[config.mk]
export PLATFORM = sky130hd
export DESIGN_NAME = sync_fifo
export DESIGN_NICKNAME = d
export VERILOG_FILES = /design/src/hdl/sync_fifo.sv
export SDC_FILE = /design/constraint.sdc
export NUM_CORES = 1
export LEC_CHECK = 0
export CELL_PAD_IN_SITES_DETAIL_PLACEMENT = 1
export CELL_PAD_IN_SITES_GLOBAL_PLACEMENT = 2
export CORE_MARGIN = 3
export CORE_UTILIZATION = 45
export CTS_CLUSTER_DIAMETER = 40
export DETAILED_ROUTE_END_ITERATION = 10
export DONT_BUFFER_PORTS = 1
export GPL_TIMING_DRIVEN = 0
export PLACE_DENSITY_LB_ADDON = 0.1
export SKIP_LAST_GASP = 1
export SLEW_MARGIN = 20
export SYNTH_ARGS = -nofsm -noshare
export SYNTH_HDL_FRONTEND = slang
export SYNTH_SLANG_ARGS = --single-unit
[constraint.sdc]
create_clock -name clock -period 2.74 [get_ports clock]
set_clock_uncertainty 0.15 [all_clocks]
set_input_delay 0.822 -clock clock [delete_from_list [all_inputs] [get_ports clock]]
set_output_delay 0.822 -clock clock [all_outputs]
set_load 0.05 [all_outputs]
[src/hdl/sync_fifo.sv]
// single clock FIFO for any payload type
// circular buffer with fill count, head always visible at the output

`timescale 1ns/1ps

module sync_fifo #(
   parameter type item_t = logic [7:0],
   parameter int  DEPTH  = 4
) (
   input  logic  clock,
   input  logic  reset,
   input  logic  push,
   input  logic  pop,
   input  item_t push_item,
   output item_t head,
   output logic  full,
   output logic  empty
);

   localparam int PTR_W = (DEPTH > 1) ? $clog2(DEPTH) : 1;
   localparam int CNT_W = $clog2(DEPTH + 1);

   item_t            mem [DEPTH];
   logic [PTR_W-1:0] wr_ptr;
   logic [PTR_W-1:0] rd_ptr;
   logic [CNT_W-1:0] count;             // items held
   logic             do_push;
   logic             do_pop;

   // pointers wrap at DEPTH so any depth works
   function automatic logic [PTR_W-1:0] ptr_next(input logic [PTR_W-1:0] p);
      return (p == PTR_W'(DEPTH - 1)) ? '0 : p + 1'b1;
   endfunction

   assign full    = (count == CNT_W'(DEPTH));
   assign empty   = (count == '0);
   assign do_push = push && !full;     // an illegal push or pop leaves the state alone
   assign do_pop  = pop && !empty;
   assign head    = mem[rd_ptr];

   always_ff @(posedge clock)
   begin
      if (reset)
      begin
         wr_ptr <= '0;
         rd_ptr <= '0;
         count  <= '0;
      end
      else
      begin
         if (do_push)
            wr_ptr <= ptr_next(wr_ptr);
         if (do_pop)
            rd_ptr <= ptr_next(rd_ptr);
         if (do_push && !do_pop)
            count <= count + 1'b1;
         else if (do_pop && !do_push)
            count <= count - 1'b1;
      end
   end

   always_ff @(posedge clock)
   begin
      if (do_push)
         mem[wr_ptr] <= push_item;
   end

   // the producer must respect full and the consumer must respect empty
   assert property (@(posedge clock) disable iff (reset) push |-> !full)
      else $error("sync_fifo push while full");
   assert property (@(posedge clock) disable iff (reset) pop |-> !empty)
      else $error("sync_fifo pop while empty");

endmodule

## Yosys cells after proc, flatten, opt, wreduce, memory -nomap -nowiden

Memories as Yosys holds them, arrays and structs flattened. A register that Yosys moved wholly into a read port is not among the register bits.
Cells that the tools add are included.

- Memories: 1
- Input port bits: 12
- Bits in registers: 7
- Memory bits (writable): 32
- Output and inout bits: 10
- Word-level logic and storage cells: 29

- Reductions and logical operators: 10
- $add $sub $neg: 4
- Muxes and demuxes: 8
- Eq/ne operators: 3

Memory list:

| memory | words | width | read ports | clocked after Yosys merged registers in | write ports | RTL line | text |
|---|---|---|---|---|---|---|---|
| mem | 4 | 8 | 1 | 1 | 1 | 23 | `item_t mem [DEPTH];` |

Operators with widths:

| cell | number |
|---|---|
| 2-bit two-way mux | 4 |
| 3-bit two-way mux | 2 |
| 2-bit by 1-bit adder with 2-bit output (second input constant) | 2 |
| 2-bit equality test (second input constant) | 2 |
| 1-bit logical AND | 4 |
| 1-bit logical NOT | 4 |
| 3-bit by 1-bit adder with 3-bit output (second input constant) | 1 |
| 3-bit equality test (second input constant) | 1 |
| 3-bit logical NOT | 1 |
| 3-bit by 1-bit subtractor with 3-bit output (second input constant) | 1 |
| 1-bit two-way mux | 2 |
| 2-bit nonzero test | 1 |

## Longest topological paths before layout

- Depth after elaboration: 7
- Depth in mapped cells: 10
- Mapped depth without buffers: 9

## Worst setup path before layout

Ideal clock, no wire load.

- Path type: input port to flip-flop
- From: input push
- To: register count[2]
- Required time: 2.520 ns
- Slack: 0.265 ns
- Stages on the path: 8
- Buffers on the path: 0
- Data arrival time: 2.255 ns
- Library setup time: 0.070 ns
- Cells stage by stage: inv_1 nor2_2 ha_1 inv_1 fa_1 xor2_1 or3_2 a21oi_1

- Cells in the longest elaborated chain, start to end: 4
- Elaborated cells on any way between the ends: 6
- Those cells by class: 1 x mux; 5 x reduce/logical

RTL lines:

| item | RTL line | text |
|---|---|---|
| from (decl) | 12 | `input logic push,` |
| 1-bit logical AND (*) | 37 | `assign do_push = push && !full;` |
| net do_push | 27 | `logic do_push;` |
| 1-bit logical NOT | 57 | `else if (do_pop && !do_push)` |
| 1-bit logical AND | 57 |  |
| 2-bit nonzero test (no line) | n/a |  |
| to (signal assigned) | 56 | `count <= count + 1'b1;` |
| to (signal assigned) | 58 | `count <= count - 1'b1;` |
| to (decl) | 26 | `logic [CNT_W-1:0] count;` |

Mark *: on every way through the listed nets, which the timed path passes. The rest lies on a longest branch.
A chain may end at the register's enable or synchronous reset.

==> results_dict.tcl <==
set metrics [dict create \
    coreArea_mm2 0.00342 \
    cts_max_path_buffers 2 \
    synth_top_family_by_area "multiplexers" \
    grt_setup_unrepaired "no" \
    hold_viol 0 \
    synth_fp_nets 111 \
    worstPathRequired_ns 1.77 \
    path_class "register to primary output" \
    worstPathMaxFanout 8 \
    cts_hold_buf 0 \
    layout_min_cycle_time_ns 2.58 \
    avgSynthCellArea_um2 17.9 \
    crit_path_start_kind "register" \
    final.fill_count 343 \
    dpl.hpwl_mm 1.74 \
    place_congestion 0.659 \
    rrSetupSlack_ns 0.22 \
    synth_edf_count 32 \
    relSlewSlack_pct 44.3 \
    drc_errors 0 \
    worstMarginPinSlew_ns 0.831 \
    wl_mm 2.45 \
    finalMaxSlewViolations 0 \
    synth_cells 92 \
    fin_nets 118 \
    yosys_register_bits 41 \
    endpoint_kind "primary output" \
    clock_latency_ns 0.34 \
    rows 21 \
    post-cts-setup-buffers 0 \
    maxCapViolCount 0 \
    via_count 751 \
    power.density_mw_per_mm2 937 \
    status "complete, no violations" \
    die_area_mm2 0.00442 \
    synth_compound_area_share_pct 3.04 \
    synth_ff_type "edfxtp_1" \
    grt_antenna_before_repair 0 \
    synth-simple-area-share_pct 5.70 \
    port_buffers 0 \
    die_y_um 66.5 \
    ys_seq_area_share_pct 69.4 \
    p_total_uw 1660 \
    hold_path.class "register to register" \
    synth_area_mm2 0.00165 \
    start_util_pct 48.2 \
    hp-start "rd_ptr[0]" \
    final-setup-viol-count 0 \
    synth_mux_area_share_pct 12.2 \
    setup_tns_ns 0 \
    drt_iter0_drc 25 \
    ys_async_sr_fraction_pct 0 \
    synth_xor_area_share_pct 1.06 \
    cts_tree "done" \
    grt_overflow 0 \
    synthDistinctLibCells 26 \
    synth_fa_ha_area_share_pct 5.78 \
    antennaDiodeCount 0 \
    grt_pass1_wl_mm 4.19 \
    syn2layout_area_growth_pct 7.45 \
    clk_root_buffer_cell "clkbuf_4" \
    cts_buffers 5 \
    rr_worst_depth 10 \
    crit_arrival_ns 1.61 \
    timing.rr.start "count[0]" \
    wl_per_cell_um 16.8 \
    hold_depth 2 \
    power.static_leakage_uw 0.000608 \
    grt_max_degree 14 \
    grt_use_total_pct 14.0 \
    ioPinCount 22 \
    grt_pass1_vias 825 \
    reg2reg_to "count[2]" \
    antenna_left 0 \
    layout-drive-gt1-share_pct 30.0 \
    clk_pin_slew_ns 0.11 \
    fin_crit_sh_pct 94.2 \
    vias_per_cell 5.14 \
    cts.sinks 41 \
    firstDrtPassIters 4 \
    h-tree-depth 2 \
    ir_drop_v 0.000463 \
    max_freq_mhz 387 \
    synth_warnings 0 \
    die_w_um 66.5 \
]
==> synthesized netlist by cell type (2+ instances only) <==
cell type	instances	area share [%]
edfxtp_1	32	58
dfxtp_1	9	11
mux4_2	8	11
ha_1	6	4.6
and3_2	4	1.8
inv_1	4	0.91
a21oi_1	3	0.91
nor2_1	3	0.68
mux2i_1	2	1.2
nand3_1	2	0.61
nor3_1	2	0.61
o31ai_2	2	1.5
xor2_1	2	1.1
==> state kept, by name (all words and copies together) (netlist names), named ones only <==
register	cells
mem	32
count	3
rd_ptr	2
wr_ptr	2
==> per-layer routing <==
metal / share of wire (%) / global-route usage (%)
met1: 41 / 16.3
met2: 52 / 21.6
met3: 6.3 / 6.24
met4: 0.86 / 7.61
met5: 0 / 0
==> worst max path at each step <==
| stage | startpoint | end | slack [ns] | cells past startpoint |
|---|---|---|---|---|
| 2_1_floorplan | push | count[2] | 0.26 | 8 |
| 3_3_place_gp | push | count[2] | 0.17 | 8 |
| 3_5_place_dp | count[0] | count[2] | 0.12 | 10 |
| 4_1_cts | register | head[7] | 0.06 | 2 |
| 5_1_grt | register | head[7] | 0.009 | 2 |
| 6_report | register | head[7] | 0.16 | 2 |
==> worst max-delay path, cell delays in order, from the launching register on <==
cell	delay, ns
dfxtp_1	0.33
buf_1	0.39
mux4_2	0.55
==> layout by cell type (no fill, tap or decap) <==
| cell type | instances |
|---|---|
| mux4_2 | 8 |
| dfxtp_2 | 2 |
| nand2_1 | 1 |
| clkinv_2 | 2 |
| inv_1 | 4 |
| ha_1 | 6 |
| o31ai_2 | 2 |
| clkbuf_4 | 6 |
| nor3_1 | 1 |
| o21ai_0 | 1 |
| clkinv_4 | 1 |
| mux2i_1 | 2 |
| dfxtp_1 | 7 |
| fa_1 | 1 |
| a21oi_1 | 3 |
| and3_2 | 4 |
| or3b_1 | 1 |
| xor2_1 | 2 |
| buf_6 | 1 |
| nor2_2 | 1 |
| nor3_2 | 1 |
| nand3_1 | 2 |
| edfxtp_1 | 32 |
| nor2_1 | 3 |
| or3_2 | 1 |
| buf_1 | 1 |
| clkinvlp_4 | 1 |
| o21ai_1 | 1 |
| clkbuf_1 | 1 |
| or3_1 | 1 |
==> metrics by stage <==
| stage | instances | hold slack [ns] | area, µm² | setup slack, ns | utilization, % |
|---|---|---|---|---|---|
| finish | 146 | 0.356 | 1770 | 0.159 | 51.8 |
| global route | 146 | 0.365 | 1770 | 0.00858 | 51.8 |
| CTS | 146 | 0.365 | 1760 | 0.0639 | 51.6 |
| detailed placement | 138 | 0.348 | 1710 | 0.123 | 50.0 |
| global placement | 138 | 0.334 | 1700 | 0.170 | 49.9 |
| floorplan | 92 | 0.313 | 1650 | 0.265 | - |
==> kinds of logic after synthesis <==
family	count (synthesis)
and+or+nand+nor	16
muxes	10
buffers and inverters	9
DFF	41
xor gates and xnor gates	2
AOI/OAI and AO/OA	7
adders and majority gates	7
==> power breakdown <==
| part | leakage [µW] | switching, µW | total [µW] | internal (µW) |
|---|---|---|---|---|
| Combinational | 0.000209 | 388 | 565 | 177 |
| Clock | 0.0000310 | 187 | 284 | 96.8 |
| Sequential | 0.000368 | 48.1 | 809 | 760 |
| Total | 0.000608 | 622 | 1660 | 1030 |
==> area by class of cell <==
cell class | count | area, µm² | share of cell area, %
Inverter | 5 | 23.8 | 1.34
Buffer | 4 | 26.3 | 1.49
Sequential cell | 41 | 1140 | 64.7
Tap cell | 46 | 57.6 | 3.26
Multi-Input combinational cell | 42 | 462 | 26.1
Clock buffer | 5 | 37.5 | 2.12
Clock inverter | 3 | 17.5 | 0.991
==> repair_timing <==
item,CTS,global route
setup endpoints to repair,0,9
gates resized for setup,0,3
hold endpoints to repair,0,0
Note: power is estimated with default switching activity, not from simulation.
