[config.mk]
export PLATFORM = sky130hd
export DESIGN_NAME = pcie_tx
export DESIGN_NICKNAME = d
export VERILOG_FILES = /design/src/hdl/pcie_tlp_pkg.sv /design/src/hdl/pcie_tx.sv
export SDC_FILE = /design/constraint.sdc
export NUM_CORES = 1
export LEC_CHECK = 0
export BUFFER_PORTS_ARGS = -buffer_cell sky130_fd_sc_hd__buf_2
export CAP_MARGIN = 20
export CORE_MARGIN = 3
export CORE_UTILIZATION = 20
export CTS_BUF_LIST = sky130_fd_sc_hd__clkbuf_16
export CTS_CLUSTER_DIAMETER = 60
export DETAILED_ROUTE_END_ITERATION = 8
export PLACE_DENSITY = 0.77
export SLEW_MARGIN = 20
export SYNTH_ARGS = -nofsm -noshare
export SYNTH_HDL_FRONTEND = slang
export SYNTH_SLANG_ARGS = --single-unit
[constraint.sdc]
create_clock -name clock -period 0.95 [get_ports clock]
set_input_delay 0.1425 -clock clock [delete_from_list [all_inputs] [get_ports clock]]
set_output_delay 0.1425 -clock clock [all_outputs]
set_load 0.05 [all_outputs]
[src/hdl/pcie_tlp_pkg.sv]
// PCI Express TLP definitions for the receive and transmit paths
// fmt/type codes, header field widths, the stream beat and the pending read record
// and the dword byte swap between the core's stream and host order

package pcie_tlp_pkg;

   localparam int REQ_ID_W = 16;   // bus/device/function of requester or completer
   localparam int LEN_W    = 10;   // length field of dword 0, counted in dwords
   localparam int BCNT_W   = 12;   // byte count field of completion dword 1

   localparam logic [2:0] CPL_SC = 3'b000;  // successful completion status

   // fmt and type together as they sit in bits 30:24 of dword 0
   typedef enum logic [6:0] {
      MRD32 = 7'b0000000,           // memory read with a 3 dword header and no data
      MWR32 = 7'b1000000,           // memory write with a 3 dword header and data
      CPLD  = 7'b1001010            // completion with data
   } fmt_type_t;

   // one beat of the 64-bit stream in either direction
   typedef struct packed {
      logic [63:0] data;            // lower dword goes first on the link
      logic        last;            // set on the final beat of a TLP
   } axis_beat_t;

   // one read waiting for its completion to be sent
   typedef struct packed {
      logic [31:0] cpl_dw2;         // requester id, tag and lower address of the completion
      logic [31:0] rd_data;         // register dword in host order
   } rd_req_t;

   // the core presents payload bytes little endian within each dword
   function automatic logic [31:0] dw_swap(input logic [31:0] x);
      return {x[7:0], x[15:8], x[23:16], x[31:24]};
   endfunction

endpackage

[src/hdl/pcie_tx.sv]
// completion transmitter
// turns each pending read into a two beat CPLD on the transmit stream
// and holds every beat until the core takes it

`timescale 1ns/1ps

module pcie_tx
   import pcie_tlp_pkg::*;
#(
   parameter logic [REQ_ID_W-1:0] COMPLETER_ID = 16'h0100
) (
   input  logic       clock,
   input  logic       reset,
   input  logic       rd_empty,
   input  rd_req_t    rd_head,
   output logic       rd_pop,
   output logic       tx_valid,
   output axis_beat_t tx_beat,
   input  logic       tx_ready
);

   typedef enum logic [1:0] {
      TX_IDLE,                          // waiting for a pending read
      TX_HDR,                           // dwords 0 and 1 on the stream
      TX_DATA                           // dword 2 and the read data
   } tx_state_t;

   tx_state_t   state;
   logic [31:0] cpl_dw0;
   logic [31:0] cpl_dw1;

   // traffic class, attributes and the TD and EP bits are all zero
   assign cpl_dw0 = {1'b0, CPLD, 14'd0, LEN_W'(1)};
   // one dword read so the byte count is always 4
   assign cpl_dw1 = {COMPLETER_ID, CPL_SC, 1'b0, BCNT_W'(4)};

   always_ff @(posedge clock)
   begin
      if (reset)
         state <= TX_IDLE;
      else
      begin
         case (state)
            TX_IDLE:
               if (!rd_empty)
                  state <= TX_HDR;
            TX_HDR:
               if (tx_ready)
                  state <= TX_DATA;
            TX_DATA:
               if (tx_ready)
                  state <= TX_IDLE;     // FIFO head advances on this edge
            default:
               state <= TX_IDLE;
         endcase
      end
   end

   assign tx_valid = (state != TX_IDLE);
   assign rd_pop   = (state == TX_DATA) && tx_ready;

   // the FIFO head only moves on rd_pop, so the beat stays still while it waits
   always_comb
   begin
      if (state == TX_DATA)
      begin
         tx_beat.data = {dw_swap(rd_head.rd_data), rd_head.cpl_dw2};
         tx_beat.last = 1'b1;
      end
      else
      begin
         tx_beat.data = {cpl_dw1, cpl_dw0};
         tx_beat.last = 1'b0;
      end
   end

   // a beat offered and not taken must be offered again unchanged
   assert property (@(posedge clock) disable iff (reset)
      tx_valid && !tx_ready |=> tx_valid && $stable(tx_beat))
      else $error("pcie_tx changed a beat under back-pressure");

endmodule

# After elaboration in Yosys (flattened, before gate mapping)
# Cells that the tools add are included.
dict set report classes {
  n_eq_ne 5
  n_reduce_logical 4
  n_mux 5
}
# op count
set op_table {}
lappend op_table {{65-bit 2-to-1 mux} 1}
lappend op_table {{2-bit 2-to-1 mux} 3}
lappend op_table {{2-bit != test (second input constant)} 3}
lappend op_table {{2-bit case mux with 3 select lines} 1}
lappend op_table {{3-bit AND reduction} 1}
lappend op_table {{2-bit by 1-bit == test with 1-bit output (second input constant)} 1}
lappend op_table {{2-bit == test (second input constant)} 1}
lappend op_table {{2-bit logical NOT} 1}
lappend op_table {{2-bit nonzero test} 1}
lappend op_table {{1-bit logical AND} 1}
dict set report word_totals {
  elab_cells 15
  regBits 2
  input_bits 68
}

# Logic depth before layout (Yosys ltp)
# Gate-level depths: netlist (run 1).
dict set report depth {
  depth_word 3
  ltp_mapped 4
}

# Worst setup path before layout (run 1)
# OpenSTA, ideal clock, no wires.
dict set report synth_path {
  path_kind {flip-flop to output port}
  start {reg state[1]}
  end {out tx_beat[53] in the netlist's numbering}
  t_required_ns 0.808
  arrival_time_ns 1.281
  path_stages_with_launch 4
  setup_slack_ns -0.474
  path_cell_list {dfxtp_1 nor2b_2 buf_2 and2_1}
}
# element line
set synth_rtl {}
lappend synth_rtl {{start, declared} pcie_tx.sv:28} ;# tx_state_t state;
lappend synth_rtl {{start signal, assigned} pcie_tx.sv:40} ;# state <= TX_IDLE;
lappend synth_rtl {{start signal, assigned} pcie_tx.sv:46} ;# state <= TX_HDR;
lappend synth_rtl {{start signal, assigned} pcie_tx.sv:49} ;# state <= TX_DATA;
lappend synth_rtl {{end, declared} pcie_tx.sv:18} ;# output axis_beat_t tx_beat,

==> results.json, run 1 <==
{
  "nets": 294,
  "dr.pass1.iters": 4,
  "synthesis.area_um2": 559,
  "top_usage_layer": "met2",
  "synth_area_per_cell_um2": 6.90,
  "clk_pin_slew_ns": 0.03,
  "diodes": 0,
  "die_x_um": 58.9,
  "min_period_over_period_pct": 153,
  "rsz0062_at_grt": "yes",
  "crit_path_end_kind": "output pin",
  "max-vdd-ir-drop_mv": 0.994,
  "cts.sinks": 2,
  "required_ns": 0.81,
  "clk-insertion-delay-late_ns": 0.23,
  "arrival_ns": 1.31,
  "cts_tree": "yes",
  "overflow": 0,
  "routed_via_density": 4.54,
  "grt_pass1_wl_mm": 6.84,
  "ys_types": 14,
  "worst_clock_skew_ns": 0.00287,
  "netlist_instances": 81,
  "antenna_found_initial": 0,
  "top_regs": "state (2)",
  "yosys_warnings": 0,
  "syn_nets": 149,
  "post-route-util_pct": 90.2,
  "worstPathCellList": "nor2b_4, buf_4, buf_16, and2_4, buf_8",
  "start_util_pct": 21.8,
  "die_h_um": 58.9,
  "ys_ff_latch": 2,
  "power-per-cell-area_mw_per_mm2": 715,
  "violations": "setup timing",
  "worst_path_max_delay_cell": "dfxtp_2",
  "cts-root-buf": "clkbuf_16",
  "final_cell_area_mm2": 0.00231,
  "finalHoldViolCount": 0,
  "worstSetupPathType": "reg -> out",
  "pre_cts_ws_ns": -0.335,
  "wirelength_mm": 5.07,
  "placed_area_mm2": 0.00143,
  "synth-seq-area-share_pct": 7.16,
  "drv_slew": 0,
  "grt_pass1_vias": 1257,
  "drt_iter0_drc": 52,
  "met2_usage_pct": 52.5,
  "wl_per_cell_um": 20.0,
  "drc": 0,
  "relSlewSlack_pct": 82.8,
  "tightest_slew_ns": 0.258,
  "die-area_mm2": 0.00347,
  "clock_path_buffers": 2,
  "ios": 135,
  "met3_usage_pct": 8.55,
  "gp_congestion": 0.806,
  "max_freq_mhz": 687,
  "maxCapViolations": 0,
  "cp-start-kind": "flop",
  "slowest_delay_ns": 0.32,
  "cts_buffers": 3,
  "ant_nets": 0,
  "grt_max_degree": 15,
  "regMostFlops": "state",
  "dr_total_vias": 1152,
  "areaGrowthSynthToFinish_pct": 314,
  "p_leak_nw": 1.18,
  "worstPathMaxFanout": 13,
  "largest_register_ffs": 2,
  "grt.total_usage_pct": 27.5,
  "setup_slack_ns": -0.506,
  "met1_usage_pct": 25.1,
  "finalSetupViolCount": 68,
  "fin_crit_ns": 1.46,
  "r2r_slack_ns": -0.13,
  "dp_hpwl_mm": 2.48,
  "outcome": "complete, but fails checks",
  "hp-class": "in -> reg",
  "drive_gt1_share_pct": 96.4,
  "rows": 18,
  "core-area_mm2": 0.00257,
  "htree_levels": 1,
  "io_buffers": 134
}
report_power, final:
group / total, W / switching, W / leakage [nW] / internal, W
Clock: 0.000653 / 0.000116 / 0.0370 / 0.000537
Sequential: 0.0000976 / 0.00000636 / 0.0175 / 0.0000912
Combinational: 0.000904 / 0.000462 / 1.12 / 0.000442
worst max-delay path, delay by kind of cell, from the launching register on:
| family | cells | cell delay, ns |
|---|---|---|
| buffers and inverters | 3 | 0.43 |
| AND/OR/NAND/NOR | 2 | 0.34 |
| flip-flops | 1 | 0.32 |
routing by layer:
metal / wire, um / vias to the layer above
met5: 0 / -
met4: 257 / 0
met3: 476 / 23
met2: 2840 / 84
met1: 1500 / 516
li1: - / 529
cell usage in the layout (no fill, tap or decap), types with 2 or more instances in the layout:
cell / n
buf_2: 67
buf_8: 60
and2_4: 59
buf_6: 10
nand2b_1: 6
clkbuf_16: 4
buf_4: 4
buf_12: 3
buf_16: 2
cell families (layout without fill, tap and decap cells):
| group | after synthesis | count (layout) | synth area share [%] |
|---|---|---|---|
| buf+inv | 7 | 150 | 11.0 |
| simple gates | 70 | 70 | 79.4 |
| flops | 2 | 2 | 7.16 |
| compound gates | 2 | 2 | 2.46 |
cells in the mapped netlist (all sizes together):
master,count,share of area (%)
a2111oi,1,1.6
a21oi,1,0.89
and2,59,66
buf,6,10
clkbuf,1,0.67
dfxtp,2,7.2
nand2b,6,6.7
nand3b,1,1.3
nor2b,2,2.7
or2,1,1.1
or3b,1,1.6
area by class of cell:
class / instances / area [um2]
multi-input combinational: 72 / 638
tap: 30 / 37.5
clock buffer: 3 / 75.1
sequential: 2 / 45.0
fill: 101 / 253
timing repair buffer: 147 / 1520
stage by stage:
stage	hold WS (ns)	power (W)	setup TNS, ns	std cells
floorplan	0.204	0.000516	-9.33	81
global placement	0.309	0.000720	-18.42	244
detailed placement	0.308	0.000728	-20.22	244
CTS	0.0771	0.00159	-28.68	252
global route	0.155	0.00170	-36.69	254
finish	0.143	0.00165	-32.30	254
what timing repair did:
action	in CTS	in global routing
setup endpoints to repair	69	69
gates cloned	2	1
hold endpoints to repair	0	0
pin swaps	2	12
resized for setup	204	6
hold buffers	0	0
buffers inserted	4	2
path summary, 6_finish.rpt:
check / to / startpoint / cells after the start
worst min register to register: state[0] / state[1] / 2
worst max register to register: state[1] / state[0] / 3
worst max-delay path: tx_beat[32] / state[1] / 5
worst min-delay path: state[1] / reset / 2
(Power assumes the default switching activity.)
==> inputs of run 2 (changes only) <==
--- a/config.mk
+++ b/config.mk
@@ -5,10 +5,11 @@
 export SDC_FILE = /design/constraint.sdc
 export NUM_CORES = 1
 export LEC_CHECK = 0
+export ABC_AREA = 1
 export BUFFER_PORTS_ARGS = -buffer_cell sky130_fd_sc_hd__buf_2
 export CAP_MARGIN = 20
 export CORE_MARGIN = 3
-export CORE_UTILIZATION = 20
+export CORE_UTILIZATION = 25
 export CTS_BUF_LIST = sky130_fd_sc_hd__clkbuf_16
 export CTS_CLUSTER_DIAMETER = 60
 export DETAILED_ROUTE_END_ITERATION = 8
==> results.json, run 2 <==
{
  "yosysTopAreaCellShare_pct": 29.0,
  "r2r_end": "state[0]",
  "cp-start-kind": "flop",
  "final_cell_mix": "buf_2 (67), inv_1 (62), nor2_4 (60)",
  "io_buffers": 134,
  "endpoint": "tx_beat[53]",
  "worst_clock_skew_ns": 0.00220,
  "grt.total_usage_pct": 22.4,
  "tightest_slew_ns": 0.197,
  "relSlewSlack_pct": 86.9,
  "antenna_found_initial": 0,
  "areaGrowthSynthToFinish_pct": 228,
  "grt_pass1_vias": 1506,
  "wl_met2_mm": 2.86,
  "wl_per_cell_um": 14.3,
  "netlist_instances": 148,
  "maxCapViolations": 0,
  "worstRegToRegCells": 6,
  "grt_max_degree": 18,
  "diodes": 0,
  "power-per-cell-area_mw_per_mm2": 828,
  "largest_register_ffs": 2,
  "startpoint": "state[0]",
  "highest_layer": "met4",
  "crit_path_end_kind": "output pin",
  "async_flop_share_pct": 0,
  "ys.flop_type": "dfxtp_1",
  "gp_congestion": 0.769,
  "syn_nets": 216,
  "rows": 20,
  "synth_enable_flop_cells": 0,
  "p_leak_nw": 1.43,
  "synth-seq-area-share_pct": 4.92,
  "place_inst": 327,
  "finalHoldViolCount": 0,
  "wl_met3_um": 428,
  "finalSetupViolCount": 69,
  "arrival_ns": 1.24,
  "clock_path_buffers": 2,
  "ys_ff_latch": 2,
  "nets": 365,
  "hp-class": "in -> reg",
  "die_x_um": 63.1,
  "worstPathMaxFanout": 8,
  "clk_pin_slew_ns": 0.03,
  "drt_iter0_drc": 42,
  "drc": 0,
  "drive_gt1_share_pct": 76.9,
  "wirelength_mm": 4.86,
  "dp_hpwl_mm": 2.72,
  "synthMostInstantiatedCell": "inv_1",
  "rsz0062_at_grt": "yes",
  "r2r-start": "state[1]",
  "routed_via_density": 4.23,
  "cts-root-buf": "clkbuf_16",
  "worstSetupPathType": "reg -> out",
  "outcome": "complete, but fails checks",
  "r2r_slack_ns": -0.13,
  "dr_total_vias": 1433,
  "start_util_pct": 26.5,
  "required_ns": 0.81,
  "fin_crit_ns": 1.38,
  "ys_types": 14,
  "max_freq_mhz": 726,
  "top_regs": "state (2)",
  "synth_area_leaders": "inv_1 (29%), nor2_4 (28%), nor2_1 (19%), buf_12 (4.9%), dfxtp_1 (4.9%)",
  "fillers": 153,
  "clk-insertion-delay-late_ns": 0.22,
  "pre_cts_ws_ns": -0.259,
  "yosys.area.top_type": "inv_1",
  "die-area_mm2": 0.00398,
  "violations": "setup timing",
  "setup_slack_ns": -0.428,
  "ant_nets": 0,
  "regMostFlops": "state",
  "ios": 135,
  "grt_pass1_wl_mm": 7.04,
  "drv_slew": 0,
  "ctsHoldBuffers": 0,
  "yosys_warnings": 0,
  "cts_buffers": 3,
  "synth_area_per_cell_um2": 5.50,
  "synthesis.area_um2": 815,
  "wl_met1_mm": 1.46,
  "instances_no_fill": 339,
  "htree_levels": 1,
  "overflow": 0,
  "yosys-top-cells-count": "inv_1 (63), nor2_1 (41), nor2_4 (20), or2_1 (6)",
  "dr.pass1.iters": 4,
  "core-area_mm2": 0.00308,
  "max-vdd-ir-drop_mv": 0.916,
  "cts.sinks": 2,
  "min_period_over_period_pct": 145,
  "layout_commonest_cell": "buf_2",
  "cts_tree": "yes",
  "die_h_um": 63.1
}
==> run 2: per-stage QoR <==
step	power, W	hold WS [ns]	cell area, um2	utilization (%)	setup TNS, ns
after floorplan	0.000922	0.204	1140	-	-8.65
after global placement	0.00118	0.314	1880	61.2	-13.85
after detailed placement	0.00120	0.311	1880	61.2	-14.42
after CTS	0.00204	0.0868	2440	79.4	-23.56
after global routing	0.00230	0.105	2670	86.8	-28.11
final	0.00221	0.0980	2670	86.8	-25.63
==> run 2: worst min-delay path by stage <==
stage,startpoint,to,slack (ns),depth (start not counted)
global route,reset,state[0],0.10,2
detailed placement,reset,state[0],0.31,2
global placement,reset,state[0],0.31,2
finish,reset,state[0],0.1,2
CTS,reset,state[0],0.09,2
floorplan,reset,state[0],0.20,1
==> run 2: timing repair <==
action	CTS	global route
resized for setup	141	32
setup buffers	1	2
gates cloned	2	4
pin swaps	4	3
setup endpoints to repair	67	69
==> run 2: kinds of logic (layout without fill, tap and decap cells) <==
| family | Yosys count | after routing | share of synthesized area (%) |
|---|---|---|---|
| compound gates | 2 | 2 | 1.23 |
| buf+inv | 72 | 217 | 39.9 |
| simple gates | 72 | 74 | 53.9 |
| flops | 2 | 2 | 4.92 |
==> run 2: per-layer routing <==
metal  up-vias  track usage, %
li1        677               -
met1       658            18.9
met2        88            46.5
met3        10            6.95
met4         0            9.09
met5         -               0
==> run 2: final cells by class <==
class                           instances  area [um2]  share of cell area (%)
Multi-Input combinational cell         76         813                    30.4
Timing Repair Buffer                  149        1430                    53.4
Tap cell                               44        55.1                    2.06
Clock buffer                            3        75.1                    2.81
Inverter                               65         254                    9.51
Sequential cell                         2        47.5                    1.78
==> run 2: critical path, stage by stage (launching register included) <==
cell	delay (ns)
dfxtp_4	0.36
inv_8	0.09
nand2_8	0.10
clkbuf_16	0.20
nor2_4	0.11
buf_8	0.15
==> run 2: report_power, final <==
group / internal (W) / switching (W) / total, W
combinational: 0.000587 / 0.000869 / 0.00146
sequential: 0.0000901 / 0.0000177 / 0.000108
clock: 0.000537 / 0.000111 / 0.000648
total: 0.00121 / 0.000998 / 0.00221
