`config.mk`:
```
export PLATFORM = sky130hd
export DESIGN_NAME = pcie_rx
export DESIGN_NICKNAME = d
export VERILOG_FILES = /design/src/hdl/host_fifo_pkg.sv /design/src/hdl/pcie_tlp_pkg.sv /design/src/hdl/pcie_rx.sv
export SDC_FILE = /design/constraint.sdc
export NUM_CORES = 1
export LEC_CHECK = 0
export BUFFER_PORTS_ARGS = -buffer_cell sky130_fd_sc_hd__buf_2
export CAP_MARGIN = 20
export CORE_UTILIZATION = 30
export DETAILED_ROUTE_END_ITERATION = 10
export SLEW_MARGIN = 20
export SYNTH_ARGS = -nofsm -noshare
export SYNTH_HDL_FRONTEND = slang
export SYNTH_SLANG_ARGS = --single-unit
```
`constraint.sdc`:
```
create_clock -name clock -period 4.25 [get_ports clock]
set_clock_uncertainty 0.15 [all_clocks]
set_input_delay 0.85 -clock clock [delete_from_list [all_inputs] [get_ports clock]]
set_output_delay 0.85 -clock clock [all_outputs]
set_load 0.03 [all_outputs]
```
`src/hdl/host_fifo_pkg.sv`:
```
// user side definitions of the endpoint
// register bank size, register address and data types
// and the completion word handed to user logic

package host_fifo_pkg;

   localparam int REG_COUNT   = 64;                 // registers in the bank
   localparam int REG_ADDR_W  = $clog2(REG_COUNT);  // qword address into the bank
   localparam int REG_DATA_W  = 64;
   localparam int CPL_TAG_W   = 8;                  // tag of a request and its completion
   localparam int CPL_INDEX_W = 6;                  // qword slot within a completion buffer

   typedef logic [REG_ADDR_W-1:0] reg_addr_t;
   typedef logic [REG_DATA_W-1:0] reg_word_t;

   // one received completion qword with the slot it belongs in
   typedef struct packed {
      logic [CPL_TAG_W-1:0]   tag;
      logic [CPL_INDEX_W-1:0] index;
      reg_word_t              data;
   } cpl_word_t;

endpackage

```
`src/hdl/pcie_tlp_pkg.sv`:
```
// PCI Express TLP definitions for the receive and transmit paths
// fmt/type codes, header field widths, the stream beat and the pending read record
// and the dword byte swap between the core's stream and host order

package pcie_tlp_pkg;

   localparam int REQ_ID_W = 16;   // bus/device/function of requester or completer
   localparam int LEN_W    = 10;   // length field of dword 0, counted in dwords
   localparam int BCNT_W   = 12;   // byte count field of completion dword 1

   localparam logic [2:0] CPL_SC = 3'b000;  // successful completion status

   // fmt and type together as they sit in bits 30:24 of dword 0
   typedef enum logic [6:0] {
      MRD32 = 7'b0000000,           // memory read with a 3 dword header and no data
      MWR32 = 7'b1000000,           // memory write with a 3 dword header and data
      CPLD  = 7'b1001010            // completion with data
   } fmt_type_t;

   // one beat of the 64-bit stream in either direction
   typedef struct packed {
      logic [63:0] data;            // lower dword goes first on the link
      logic        last;            // set on the final beat of a TLP
   } axis_beat_t;

   // one read waiting for its completion to be sent
   typedef struct packed {
      logic [31:0] cpl_dw2;         // requester id, tag and lower address of the completion
      logic [31:0] rd_data;         // register dword in host order
   } rd_req_t;

   // the core presents payload bytes little endian within each dword
   function automatic logic [31:0] dw_swap(input logic [31:0] x);
      return {x[7:0], x[15:8], x[23:16], x[31:24]};
   endfunction

endpackage

```
`src/hdl/pcie_rx.sv`:
```
// receive TLP parser
// registers the stream, tracks header dwords and decodes MWR32, MRD32 and CPLD
// emits write, read and completion strobes with the reassembled payload qword

`timescale 1ns/1ps

module pcie_rx
   import pcie_tlp_pkg::*;
   import host_fifo_pkg::*;
(
   input  logic                   clock,
   input  logic                   reset,
   input  logic                   rx_valid,
   input  axis_beat_t             rx_beat,
   output logic                   write_valid,
   output logic                   read_valid,
   output logic                   completion_valid,
   output reg_word_t              data,
   output reg_addr_t              wr_addr,
   output reg_addr_t              rd_addr,
   output logic [31:0]            cpl_dw2,
   output logic [CPL_TAG_W-1:0]   completion_tag,
   output logic [CPL_INDEX_W-1:0] completion_index
);

   // which pair of dwords the next registered beat carries
   typedef enum logic [1:0] {
      PH_DW01,                      // fmt/type, length, requester id and tag
      PH_DW23,                      // address and the first payload dword
      PH_DW45                       // payload only
   } phase_t;

   phase_t                         phase;
   logic                           rx_valid_q;
   axis_beat_t                     beat_q;
   logic [31:0]                    dw_lo;        // even dword of the registered beat
   logic [31:0]                    dw_hi;        // odd dword of the registered beat
   fmt_type_t                      beat_type;
   logic [31:0]                    prev_dw;      // upper dword of the previous beat
   logic                           is_mwr;
   logic                           is_mrd_1dw;
   logic                           is_cpld;
   logic [REQ_ID_W+CPL_TAG_W-1:0]  rid_tag;      // requester id and tag of a read
   logic [6:2]                     rd_lower_addr;
   reg_addr_t                      addr_q;
   logic [CPL_INDEX_W-1:0]         next_index;   // slot of the next completion qword

   assign dw_lo     = beat_q.data[31:0];
   assign dw_hi     = beat_q.data[63:32];
   assign beat_type = fmt_type_t'(dw_lo[30:24]);

   assign wr_addr = addr_q;
   assign rd_addr = addr_q;
   // completion dword 2 has reserved bit 7 and byte lower address bits 1:0 clear
   assign cpl_dw2 = {rid_tag, 1'b0, rd_lower_addr, 2'b00};

   // input register and phase tracking
   always_ff @(posedge clock)
   begin
      beat_q <= rx_beat;
      if (reset)
      begin
         rx_valid_q       <= 1'b0;
         phase            <= PH_DW01;       // first beat after reset starts a TLP
         is_mwr           <= 1'b0;
         is_mrd_1dw       <= 1'b0;
         is_cpld          <= 1'b0;
         write_valid      <= 1'b0;
         read_valid       <= 1'b0;
         completion_valid <= 1'b0;
      end
      else
      begin
         rx_valid_q       <= rx_valid;
         // each strobe lands two cycles after its beat arrived at the input
         write_valid      <= rx_valid_q && is_mwr && (phase == PH_DW45);
         read_valid       <= rx_valid_q && is_mrd_1dw && (phase == PH_DW23);
         completion_valid <= rx_valid_q && is_cpld && (phase == PH_DW45);
         if (rx_valid_q)
         begin
            if (phase == PH_DW01)
            begin
               is_mwr     <= (beat_type == MWR32);
               is_cpld    <= (beat_type == CPLD);
               is_mrd_1dw <= (beat_type == MRD32) && (dw_lo[LEN_W-1:0] == LEN_W'(1));
            end
            if (beat_q.last)
               phase <= PH_DW01;            // the beat after last opens a new TLP
            else if (phase == PH_DW01)
               phase <= PH_DW23;
            else if (phase == PH_DW23)
               phase <= PH_DW45;            // payload phase lasts until last
         end
      end
   end

   // header fields and payload, qualified by phase only
   always_ff @(posedge clock)
   begin
      if (rx_valid_q)
      begin
         // a payload qword straddles two beats because the header has three dwords
         data    <= {dw_swap(dw_lo), dw_swap(prev_dw)};
         prev_dw <= dw_hi;
         case (phase)
            PH_DW01:
            begin
               if (beat_type == MRD32)
                  rid_tag <= dw_hi[31:8];
               // byte count bits 8:6 of a completion, which are beat bits 40:38
               next_index <= 6'd63 - {dw_hi[8:6], 3'd0};
            end
            PH_DW23:
            begin
               addr_q         <= dw_lo[8:3];    // qword address within the bank
               completion_tag <= dw_lo[15:8];   // only meaningful for a completion
               if (is_mrd_1dw)
                  rd_lower_addr <= dw_lo[6:2];
            end
            default:
            begin
               completion_index <= next_index;
               next_index       <= next_index + 1'b1;   // wraps modulo 64
            end
         endcase
      end
   end

   // a TLP is exactly one of the three kinds so the strobes never overlap
   assert property (@(posedge clock) disable iff (reset)
      $onehot0({write_valid, read_valid, completion_valid}))
      else $error("pcie_rx raised more than one strobe");

endmodule

```
# Yosys cells after proc, flatten, opt, wreduce, memory -nomap -nowiden
# Index checks and enable logic that the tools add are counted.
# op_classes
addsub	2
n_mux	4
eq_ne	5
n_bitwise	2
n_reduce_logical	18
# op_table
cell	n
equality test 7 bit (second input constant)	2
case mux 6 bit (2 select lines)	1
equality test 10 x 1 -> 1 bit (second input constant)	1
AND reduction 2 bit	5
logical AND 1 bit	7
logical NOT 7 bit	1
adder 6 x 1 -> 6 bit (second input constant)	1
2-to-1 mux 2 bit	3
AND reduction 3 bit	2
subtractor 6 bit (first input constant)	1
nonzero test 3 bit	1
equality test 2 x 1 -> 1 bit (second input constant)	1
equality test 2 bit (second input constant)	1
logical NOT 2 bit	1
NOT 1 bit	2
OR reduction 2 bit	1
# totals
ff_bits	225
wordCells	49

# Logic depth before layout (Yosys ltp)
# Gate-level depths: netlist of run 1.
# logic_depth
depth_word	4
ltp_mapped	4
depth_no_buf	4

# Worst setup path after synthesis of run 1
# No wires, ideal clock.
# synth_timing
path_type	register to register
startpoint	reg rx_valid_q
endpoint	reg rid_tag[0] (enable)
path_slack_ns	-0.090
arrival_time_ns	3.806
period_less_slack_ns	4.340
path_stages_with_launch	3
n_path_buf	0
path_cell_list	dfxtp_1 nor3b_2 and4b_1
# synth_via
elab_chain_len	1
# synth_lines
element	line	source
start: declaration	pcie_rx.sv:34	logic rx_valid_q;
start signal: assignment	pcie_rx.sv:74	rx_valid_q <= rx_valid;
AND reduction 3 bit (no line)	-	
end signal: assignment	pcie_rx.sv:109	rid_tag <= dw_hi[31:8];
end: declaration	pcie_rx.sv:43	logic [REQ_ID_W+CPL_TAG_W-1:0] rid_tag;
# Every way passes these cells.
# A chain may end at the register's enable or synchronous reset.

# Final worst setup path of run 1
# layout_timing
startpoint	reg rx_valid_q
endpoint	reg rid_tag[11] (enable)
# Same word-level chain as after synthesis.

==> results.ini, run 1 <==
[status]
status=finished clean

[global_route]
antenna_found_initial=1
grt_max_degree=54
track_usage_pct=10.6
grt_first_pass_wirelength_um=17700
grt-ovfl-total=0
grt_pass1_vias=3248

[die]
die_y_um=148
die_area_um2=22000
start_util_pct=30.6
fp-row-count=53
pin_count=193
core-area_um2=21000
die_w_um=148

[detailed_routing]
vias=3166
dr.pass1.iters=4
drcViolationCount=0
wl_per_cell_um=15.2
first_iter_violations=119
totalWireLength_um=12000
ant_nets=0
viasPerCell=4.02

[power]
leakagePower_nw=3.28
switching_share_pct=20.9
internal_power_mw=3.71
switchingPower_mw=0.979
p_per_area_nw_per_um2=555
p_clk_share_pct=44.0
ir_drop_v=0.000226
power.total_mw=4.69
combPwrFrac_pct=3.4
seq_power_share_pct=52.6

[clock_tree]
clk_latency_ps=500
cts-root-buf=clkbuf_16
postCtsHoldBufs=0
cts_buffers=24
cts_buffer_depth=3
clk_transition_reported_paths_ps=60
post_cts_resized=0
cts_tree=yes
cts_setup_buffers=0
cts_sinks=224
htree_levels=1

[sta]
slew_viol_final=0
hold_viol=0
grt_setup_unrepaired=false
tightest_slew_ps=710
final.setup.worst_slack_ps=1730
min_period_over_period_pct=59.4
fmax_ghz=0.396
min_period_ps=2520
setup-tns-final_ps=0
slew_headroom_pct=52.7
finalSetupViolations=0

[place]
placed_area_um2=7640
portBuffers=189
dp_worst_setup_slack_ps=1660
routabilityCongestion=0.738
place_hpwl_um=8020

[hold_path]
hold_class=flip-flop to flip-flop

[critical_path]
cp-endpoint=rid_tag[11]
cp.arrival_ps=2500
cp_max_fo=53
crit_start=rx_valid_q
worstSetupEndpointType=flip-flop
setup.worst_path.class=flip-flop to flip-flop
reg2reg_depth=2
regToRegStartpoint=rx_valid_q
required_ps=4230
startpoint_type=flip-flop
rr_endpoint=rid_tag[11]
rrSetupSlack_ps=1730

[finish]
nNetsFinal=563
multi_input_area_um2=344
drive_above_1_share_pct=45.7
stdcell_area_um2=8450
area_growth_pct=31.6
nFillCells=1918
regArea_um2=5990
fin_util_pct=40.2

[synthesis]
ys_warn_count=0
postSynthCellCount=288
ys_seq_elements=224
syn_area_um2=6420
seq_area_frac_synth_pct=93.2
syn_area_per_cell_um2=22.3
synth.distinct_cells=35

[job]
cap_viol_max_count=0

-- power by group through the flow --
stage	Combinational [mW]	Sequential, mW	Clock, mW
floorplan	0.0240	2.57	0
global placement	0.158	2.51	0
detailed placement	0.161	2.51	0
CTS	0.161	2.47	2.12
global route	0.169	2.48	2.21
finish	0.158	2.47	2.06
-- routing by layer --
metal / up-vias / track usage (%) / share of wire (%)
met4: 0 / 3.97 / 2.3
met2: 126 / 18.0 / 49
met1: 1529 / 12.8 / 42
li1: 1486 / - / -
met3: 25 / 3.01 / 7.6
met5: - / 0 / 0
-- critical path, cell delays in order, from the launching register on --
cell     delay, ps
dfxtp_4        810
nor3b_2        410
and4b_2        760
-- logic make-up (layout without fill, tap and decap cells) --
group	after synthesis	in the layout	synth area share, %
AOI/OAI and AO/OA	12	12	1.17
xor gates and xnor gates	3	3	0.409
adders and majority gates	1	1	0.195
buffers and inverters	15	237	1.58
DFF	224	224	93.2
muxes	2	2	0.312
other	1	4	0.0584
and+or+nand+nor	30	30	3.08
-- layout make-up --
cell class / instances / share of cell area, %
Tap cell: 275 / 4.07
Sequential cell: 224 / 70.9
Multi-Input combinational cell: 51 / 4.07
Clock inverter: 16 / 1.75
Clock buffer: 28 / 7.77
Antenna cell: 1 / 0.0296
Timing Repair Buffer: 190 / 11.3
Inverter: 3 / 0.133
-- cell usage after synthesis --
cell	count	area, um2
edfxtp_1	150	4500
and3b_2	1	10.0
ha_1	1	12.5
nand3_1	3	15.0
or4b_1	1	10.0
nor2_1	1	3.75
a211oi_1	1	7.51
nor4_1	2	12.5
a21o_1	1	7.51
nand2b_1	1	6.26
or2_1	1	6.26
nor3_1	1	5.00
buf_6	1	11.3
xor2_1	2	17.5
dfxtp_1	74	1480
or2b_1	1	7.51
mux2i_1	2	20.0
o21ai_0	3	15.0
buf_4	10	75.1
a21oi_1	5	25.0
nor3b_2	1	12.5
inv_1	3	11.3
xnor2_1	1	8.76
conb_1	1	3.75
and3_1	1	6.26
clkbuf_1	1	3.75
o211ai_2	1	12.5
o211ai_1	1	7.51
nor3b_1	1	7.51
nor4b_1	3	26.3
nor2b_1	3	18.8
and4b_1	1	10.0
nand4_1	2	12.5
and2_1	2	12.5
nand2_1	4	15.0
-- flip-flops by register name, summed over array words and instances, names as in the netlist --
register,flops
beat_q,65
data,64
prev_dw,32
rid_tag,24
completion_tag,8
completion_index,6
next_index,6
rd_addr,5
rd_lower_addr,5
phase,2
completion_valid,1
is_cpld,1
is_mrd_1dw,1
is_mwr,1
read_valid,1
rx_valid_q,1
write_valid,1
-- worst min-delay path by stage --
stage               start    endpoint  depth (start not counted)
2_1_floorplan  beat_q[32]    data[39]                          0
3_3_place_gp   beat_q[23]    data[46]                          0
3_5_place_dp   beat_q[18]    data[41]                          0
4_1_cts        beat_q[34]  prev_dw[1]                          0
5_1_grt        beat_q[36]  prev_dw[3]                          0
6_report       beat_q[33]  prev_dw[0]                          0
-- metrics by stage --
stage | hold WS [ps] | instances
2_1_floorplan | 236 | 290
3_3_place_gp | 236 | 743
3_5_place_dp | 241 | 743
4_1_cts | 255 | 787
5_1_grt | 258 | 787
6_report | 253 | 788
-- cells in the final DEF (no fill, tap or decap), types with 4 or more instances in the layout --
cell type    n
a21oi_1      5
buf_2      189
clkbuf_16   25
clkinv_1     4
dfxtp_1     73
edfxtp_1   150
nand2_1      4
Power figures use the tool's default switching activity.
==> run 2, diff against run 1 <==
--- a/config.mk
+++ b/config.mk
@@ -5,6 +5,7 @@
 export SDC_FILE = /design/constraint.sdc
 export NUM_CORES = 1
 export LEC_CHECK = 0
+export ABC_AREA = 1
 export BUFFER_PORTS_ARGS = -buffer_cell sky130_fd_sc_hd__buf_2
 export CAP_MARGIN = 20
 export CORE_UTILIZATION = 30
==> constraint.sdc (replaced) <==
create_clock -name clock -period 2.35 [get_ports clock]
set_clock_uncertainty 0.15 [all_clocks]
set_input_delay 0.47 -clock clock [delete_from_list [all_inputs] [get_ports clock]]
set_output_delay 0.47 -clock clock [all_outputs]
set_load 0.03 [all_outputs]
==> results.ini, run 2 <==
[clock_tree]
clk_latency_ps=500  ; about the same
cts-root-buf=clkbuf_16
htree_levels=1  ; unchanged
cts_buffers=24  ; unchanged
post_cts_resized=0  ; unchanged
cts_buffer_depth=3  ; unchanged
cts_sinks=224  ; unchanged
clk_transition_reported_paths_ps=60  ; about the same
cts_tree=yes

[finish]
antenna_cells=0  ; -1
mostFrequentLayoutCell=buf_2
nFillCells=1873  ; -2.3%
top_register=beat_q
drive_above_1_share_pct=39.9  ; -5.8 points
nNetsFinal=660  ; +17%
largest_register_ffs=65  ; unchanged
final_cell_mix=buf_2 (189), edfxtp_1 (150), dfxtp_1 (73)
largest_registers=beat_q x65, data x64, prev_dw x32
area_growth_pct=43.4

[detailed_routing]
dr.pass1.iters=4  ; unchanged
first_iter_violations=104  ; -13%
wl_met1_um=4890  ; -1.9%
wl_per_cell_um=14.1  ; -6.9%
viasPerCell=3.89  ; -3.3%
wl_met2_um=6280  ; +8.1%
drcViolationCount=0  ; unchanged
wl_met3_um=1040  ; +14%
highest_layer=met4
vias=3436  ; +8.5%
totalWireLength_um=12500  ; +4.4%
ant_nets=0  ; unchanged

[die]
core-area_um2=21100  ; +0.32%
die_w_um=149  ; +0.33%
pin_count=193  ; unchanged
fp-row-count=53  ; unchanged
die_y_um=149  ; +0.33%
die_area_um2=22100  ; +0.66%
start_util_pct=30.7  ; +0.11 points

[sta]
hold_viol=0  ; unchanged
finalSetupViolations=0  ; unchanged
slew_viol_final=0  ; unchanged
fmax_ghz=0.517  ; +31%
slew_headroom_pct=41.5  ; -11 points
tightest_slew_ps=868  ; +159 ps
min_period_ps=1930  ; -591 ps
min_period_over_period_pct=82.2  ; +23 points
setup-tns-final_ps=0  ; unchanged
grt_setup_unrepaired=false

[synthesis]
synth_common_cells=edfxtp_1 (150), dfxtp_1 (74), nand2_1 (19)
synth.area.top_cells=edfxtp_1 (70%), dfxtp_1 (23%), buf_4 (1.2%)
ys.flop_type=edfxtp_1
postSynthCellCount=315  ; +9.4%
syn_area_um2=6460  ; +0.66%
synth.top_cell.area_share_pct=69.7  ; -0.46 points
async_flop_share_pct=0  ; unchanged
syn_area_per_cell_um2=20.5  ; -8.0%
synth.distinct_cells=24  ; -31%
ys_warn_count=0  ; unchanged
synthMostInstantiatedCell=edfxtp_1
synth.largest_area_cell=edfxtp_1
ys_seq_elements=224  ; unchanged
synth_edf_count=150  ; unchanged
seq_area_frac_synth_pct=92.6  ; -0.61 points

[critical_path]
cp.arrival_ps=1840  ; -660 ps
reg2reg_depth=5  ; +3
startpoint_type=flip-flop
cp.buffers_inverters=2  ; +2
worstSetupEndpointType=flip-flop
path_delay_family=buffers and inverters
path_cells=clkinv_2, nand2_4, nor2_8, nand3_2, clkinvlp_4
slowest_stage=clkinvlp_4
slowest_delay_ps=510  ; -300 ps
worst-path-stages=5  ; +3
required_ps=2260  ; -1970 ps
setup.worst_path.class=flip-flop to flip-flop
regToRegStartpoint=phase[0]
crit_start=phase[0]
cp_max_fo=24  ; -55%

[global_route]
track_usage_pct=11.3  ; +0.69 points
grt_pass1_vias=3753  ; +16%
grt-ovfl-total=0  ; unchanged
grt_first_pass_wirelength_um=19300  ; +9.3%
antenna_found_initial=0  ; -1
grt_max_degree=56  ; +3.7%

[power]
p_per_area_nw_per_um2=965  ; +74%
leakagePower_nw=3.66  ; +11%
ir_drop_v=0.000656  ; +190%
power.total_mw=8.95  ; +91%

[place]
portBuffers=189  ; unchanged
place_hpwl_um=8310  ; +3.6%
routabilityCongestion=0.713  ; -3.4%

[hold_path]
min_path_cells=3  ; +3
hold_class=input port to flip-flop
hold_start=rx_valid

[job]
cap_viol_max_count=0  ; unchanged

[status]
status=finished clean

## run 2: cell count changes after synthesis, moves of 3 or more
cell	previous run	this run
inv_2	0	3
nor2_1	1	16
nor4b_1	3	0
nor2b_1	3	0
nand2_1	4	19
inv_1	3	14
o21ai_0	3	6
## run 2: kinds of logic (layout without fill, tap and decap cells)
logic type	count (synthesis)	after routing	share of synthesized area, %
XOR/XNOR	4	4	0.542
flip-flops	224	224	92.6
AND/OR/NAND/NOR	48	48	3.70
adder cells (fa/ha/maj)	1	1	0.194
buffers and inverters	28	320	2.23
AO/OA/AOI/OAI	9	9	0.697
other	1	3	0.0580
## run 2: final cells by class
cell class,count,area [um2],area share [%]
flip-flops and latches,224,5990,64.6
repair buffers,258,1630,17.6
clock buffers,26,629,6.79
multi-input cells,65,350,3.78
well taps,275,344,3.71
clock inverters,18,250,2.70
inverters,18,75.1,0.810
## run 2: worst paths after layout
path         slack (ps)     endpoint
min                  20   rx_valid_q
max reg2reg         420  rid_tag[22]
min reg2reg         250   prev_dw[4]
max                 420  rid_tag[22]
## run 2: power breakdown
part	switching [mW]	internal, mW	total (mW)
combinational	0.250	0.169	0.420
sequential	0.0636	4.39	4.45
clock	1.48	2.60	4.08
total	1.79	7.16	8.95
## run 2: tightest hold or removal path, stage by stage
cell    delay [ps]
buf_2          100
inv_1           40
nor2_1          30
## run 2: metrics by stage
stage / area, um2 / setup slack (ps) / cells / hold WS, ps / utilization (%)
6_report: 9270 / 417 / 884 / 24.2 / 43.9
5_1_grt: 9270 / 270 / 884 / 21.9 / 43.9
4_1_cts: 9270 / 333 / 884 / 1.79 / 43.9
3_5_place_dp: 7730 / 365 / 774 / 239 / 36.6
3_3_place_gp: 7730 / 456 / 774 / 237 / 36.6
2_1_floorplan: 6490 / 24.3 / 317 / 236 / -
## run 2: layer usage
layer	vias up	track usage, %
met3	31	3.76
met2	131	20.2
met4	0	3.47
met1	1605	12.6
li1	1669	-
met5	-	0
## run 2: repair_timing
| action | 4_1_cts | 5_1_grt |
|---|---|---|
| hold endpoints to repair | 66 | 0 |
| hold buffers | 66 | 0 |
| buffers inserted | 0 | 0 |
==> run 3, diff against run 2 <==
==> constraint.sdc (replaced) <==
create_clock -name clock -period 2 [get_ports clock]
set_clock_uncertainty 0.15 [all_clocks]
set_input_delay 0.4 -clock clock [delete_from_list [all_inputs] [get_ports clock]]
set_output_delay 0.4 -clock clock [all_outputs]
set_load 0.03 [all_outputs]
==> results.ini, run 3 (same netlist as run 2, synthesis figures left out) <==
[power]
p_per_area_nw_per_um2=1120  ; +16%
leakagePower_nw=3.67  ; +0.35%
power.total_mw=10.4  ; +16%
ir_drop_v=0.000764  ; +17%

[clock_tree]
cts_buffers=24  ; unchanged
htree_levels=1  ; unchanged
cts_buffer_depth=3  ; unchanged
clk_transition_reported_paths_ps=60  ; about the same
cts_sinks=224  ; unchanged
clk_latency_ps=510  ; about the same
cts-root-buf=clkbuf_16
cts_tree=yes

[finish]
nNetsFinal=663  ; +0.45%
area_growth_pct=43.8
final_cell_mix=buf_2 (189), edfxtp_1 (150), dfxtp_1 (73)
drive_above_1_share_pct=39.7  ; -0.20 points
largest_register_ffs=65  ; unchanged
largest_registers=beat_q x65, data x64, prev_dw x32
mostFrequentLayoutCell=buf_2
antenna_cells=0  ; unchanged
stdcell_area_um2=9290  ; +0.28%
top_register=beat_q

[detailed_routing]
ant_nets=0  ; unchanged
wl_per_cell_um=14.3  ; +0.80%
totalWireLength_um=12600  ; +1.1%
vias=3515  ; +2.3%
first_iter_violations=146  ; +40%
drcViolationCount=0  ; unchanged
viasPerCell=3.96  ; +2.0%
dr.pass1.iters=4  ; unchanged

[sta]
setup-tns-final_ps=0  ; unchanged
tightest_slew_ps=629  ; -239 ps
grt_setup_unrepaired=false
min_period_over_period_pct=87.1  ; +4.9 points
min_period_ps=1740  ; -190 ps
slew_headroom_pct=58.0  ; +17 points
slew_viol_final=0  ; unchanged
hold_viol=0  ; unchanged
fmax_ghz=0.574  ; +11%
finalSetupViolations=0  ; unchanged

[status]
status=finished clean

[hold_path]
hold_class=flip-flop to flip-flop

[job]
cap_viol_max_count=0  ; unchanged

[critical_path]
required_ps=1980  ; -280 ps
startpoint_type=flip-flop
slowest_stage=dfxtp_1
worstSetupEndpointType=flip-flop
setup.worst_path.class=flip-flop to flip-flop
slowest_delay_ps=370  ; -140 ps
cp.arrival_ps=1730  ; -110 ps
cp_max_fo=12  ; -50%
path_cells=clkinv_2, nand2_4, nor2_8, nand3_4, clkinvlp_4

[global_route]
grt_first_pass_wirelength_um=19300  ; +0.11%
track_usage_pct=11.3  ; +0.059 points
grt_max_degree=100  ; +79%
antenna_found_initial=0  ; unchanged
grt_pass1_vias=3745  ; -0.21%
grt-ovfl-total=0  ; unchanged

[die]
fp-row-count=53  ; unchanged
core-area_um2=21100  ; unchanged
start_util_pct=30.7  ; unchanged
die_w_um=149  ; unchanged
die_y_um=149  ; unchanged
pin_count=193  ; unchanged
die_area_um2=22100  ; unchanged

[place]
portBuffers=189  ; unchanged
placed_area_um2=7750  ; +0.29%
place_hpwl_um=7790  ; -6.3%
routabilityCongestion=0.732  ; +2.7%

-- run 3: worst paths after layout --
kind / depth (start not counted) / to / startpoint / slack (ps)
setup / recovery: 5 / rid_tag[2] / phase[0] / 260
hold / removal: 0 / data[42] / beat_q[19] / 250
setup reg to reg: 5 / rid_tag[2] / phase[0] / 260
hold reg to reg: 0 / data[42] / beat_q[19] / 250
-- run 3: metrics by stage --
step	hold WS [ps]	util (%)	instances	worst slack, ps
floorplan	236	-	317	-312
global placement	237	36.8	774	133
detailed placement	239	36.8	774	-4.80
CTS	254	44.1	887	205
global route	259	44.1	887	148
finish	252	44.1	887	257
-- run 3: layout make-up --
| class | instances | area, um2 |
|---|---|---|
| multi-input cells | 65 | 358 |
| fillers | 1827 | 11800 |
| repair buffers | 260 | 1660 |
| well taps | 275 | 344 |
| clock inverters | 11 | 170 |
| repair inverters | 1 | 7.51 |
| flip-flops and latches | 224 | 5990 |
| inverters | 18 | 77.6 |
| clock buffers | 33 | 686 |
-- run 3: what timing repair did --
action | in CTS | in global routing
hold endpoints to repair | 68 | 0
resized for setup | 1 | 0
setup buffers | 0 | 0
hold buffers | 68 | 0
setup endpoints to repair | 23 | 0
-- run 3: routing by layer --
layer | track usage [%] | up-vias | wire (um)
met2 | 19.5 | 154 | 6240
met4 | 3.62 | 0 | 270
met1 | 13.0 | 1656 | 4980
met3 | 4.16 | 27 | 1150
met5 | 0 | - | 0
li1 | - | 1678 | -
-- run 3: power breakdown --
part	internal, mW	total, mW	leakage, nW	switching [mW]
logic	0.205	0.504	1.24	0.299
registers	5.16	5.23	2.01	0.0726
clock network	2.93	4.65	0.420	1.72
total	8.29	10.4	3.67	2.10
-- run 3: critical path, delay by kind of cell, from the launching register on --
kind / cells / cell delay (ps)
flops: 1 / 370
simple gates: 3 / 360
buf+inv: 2 / 480
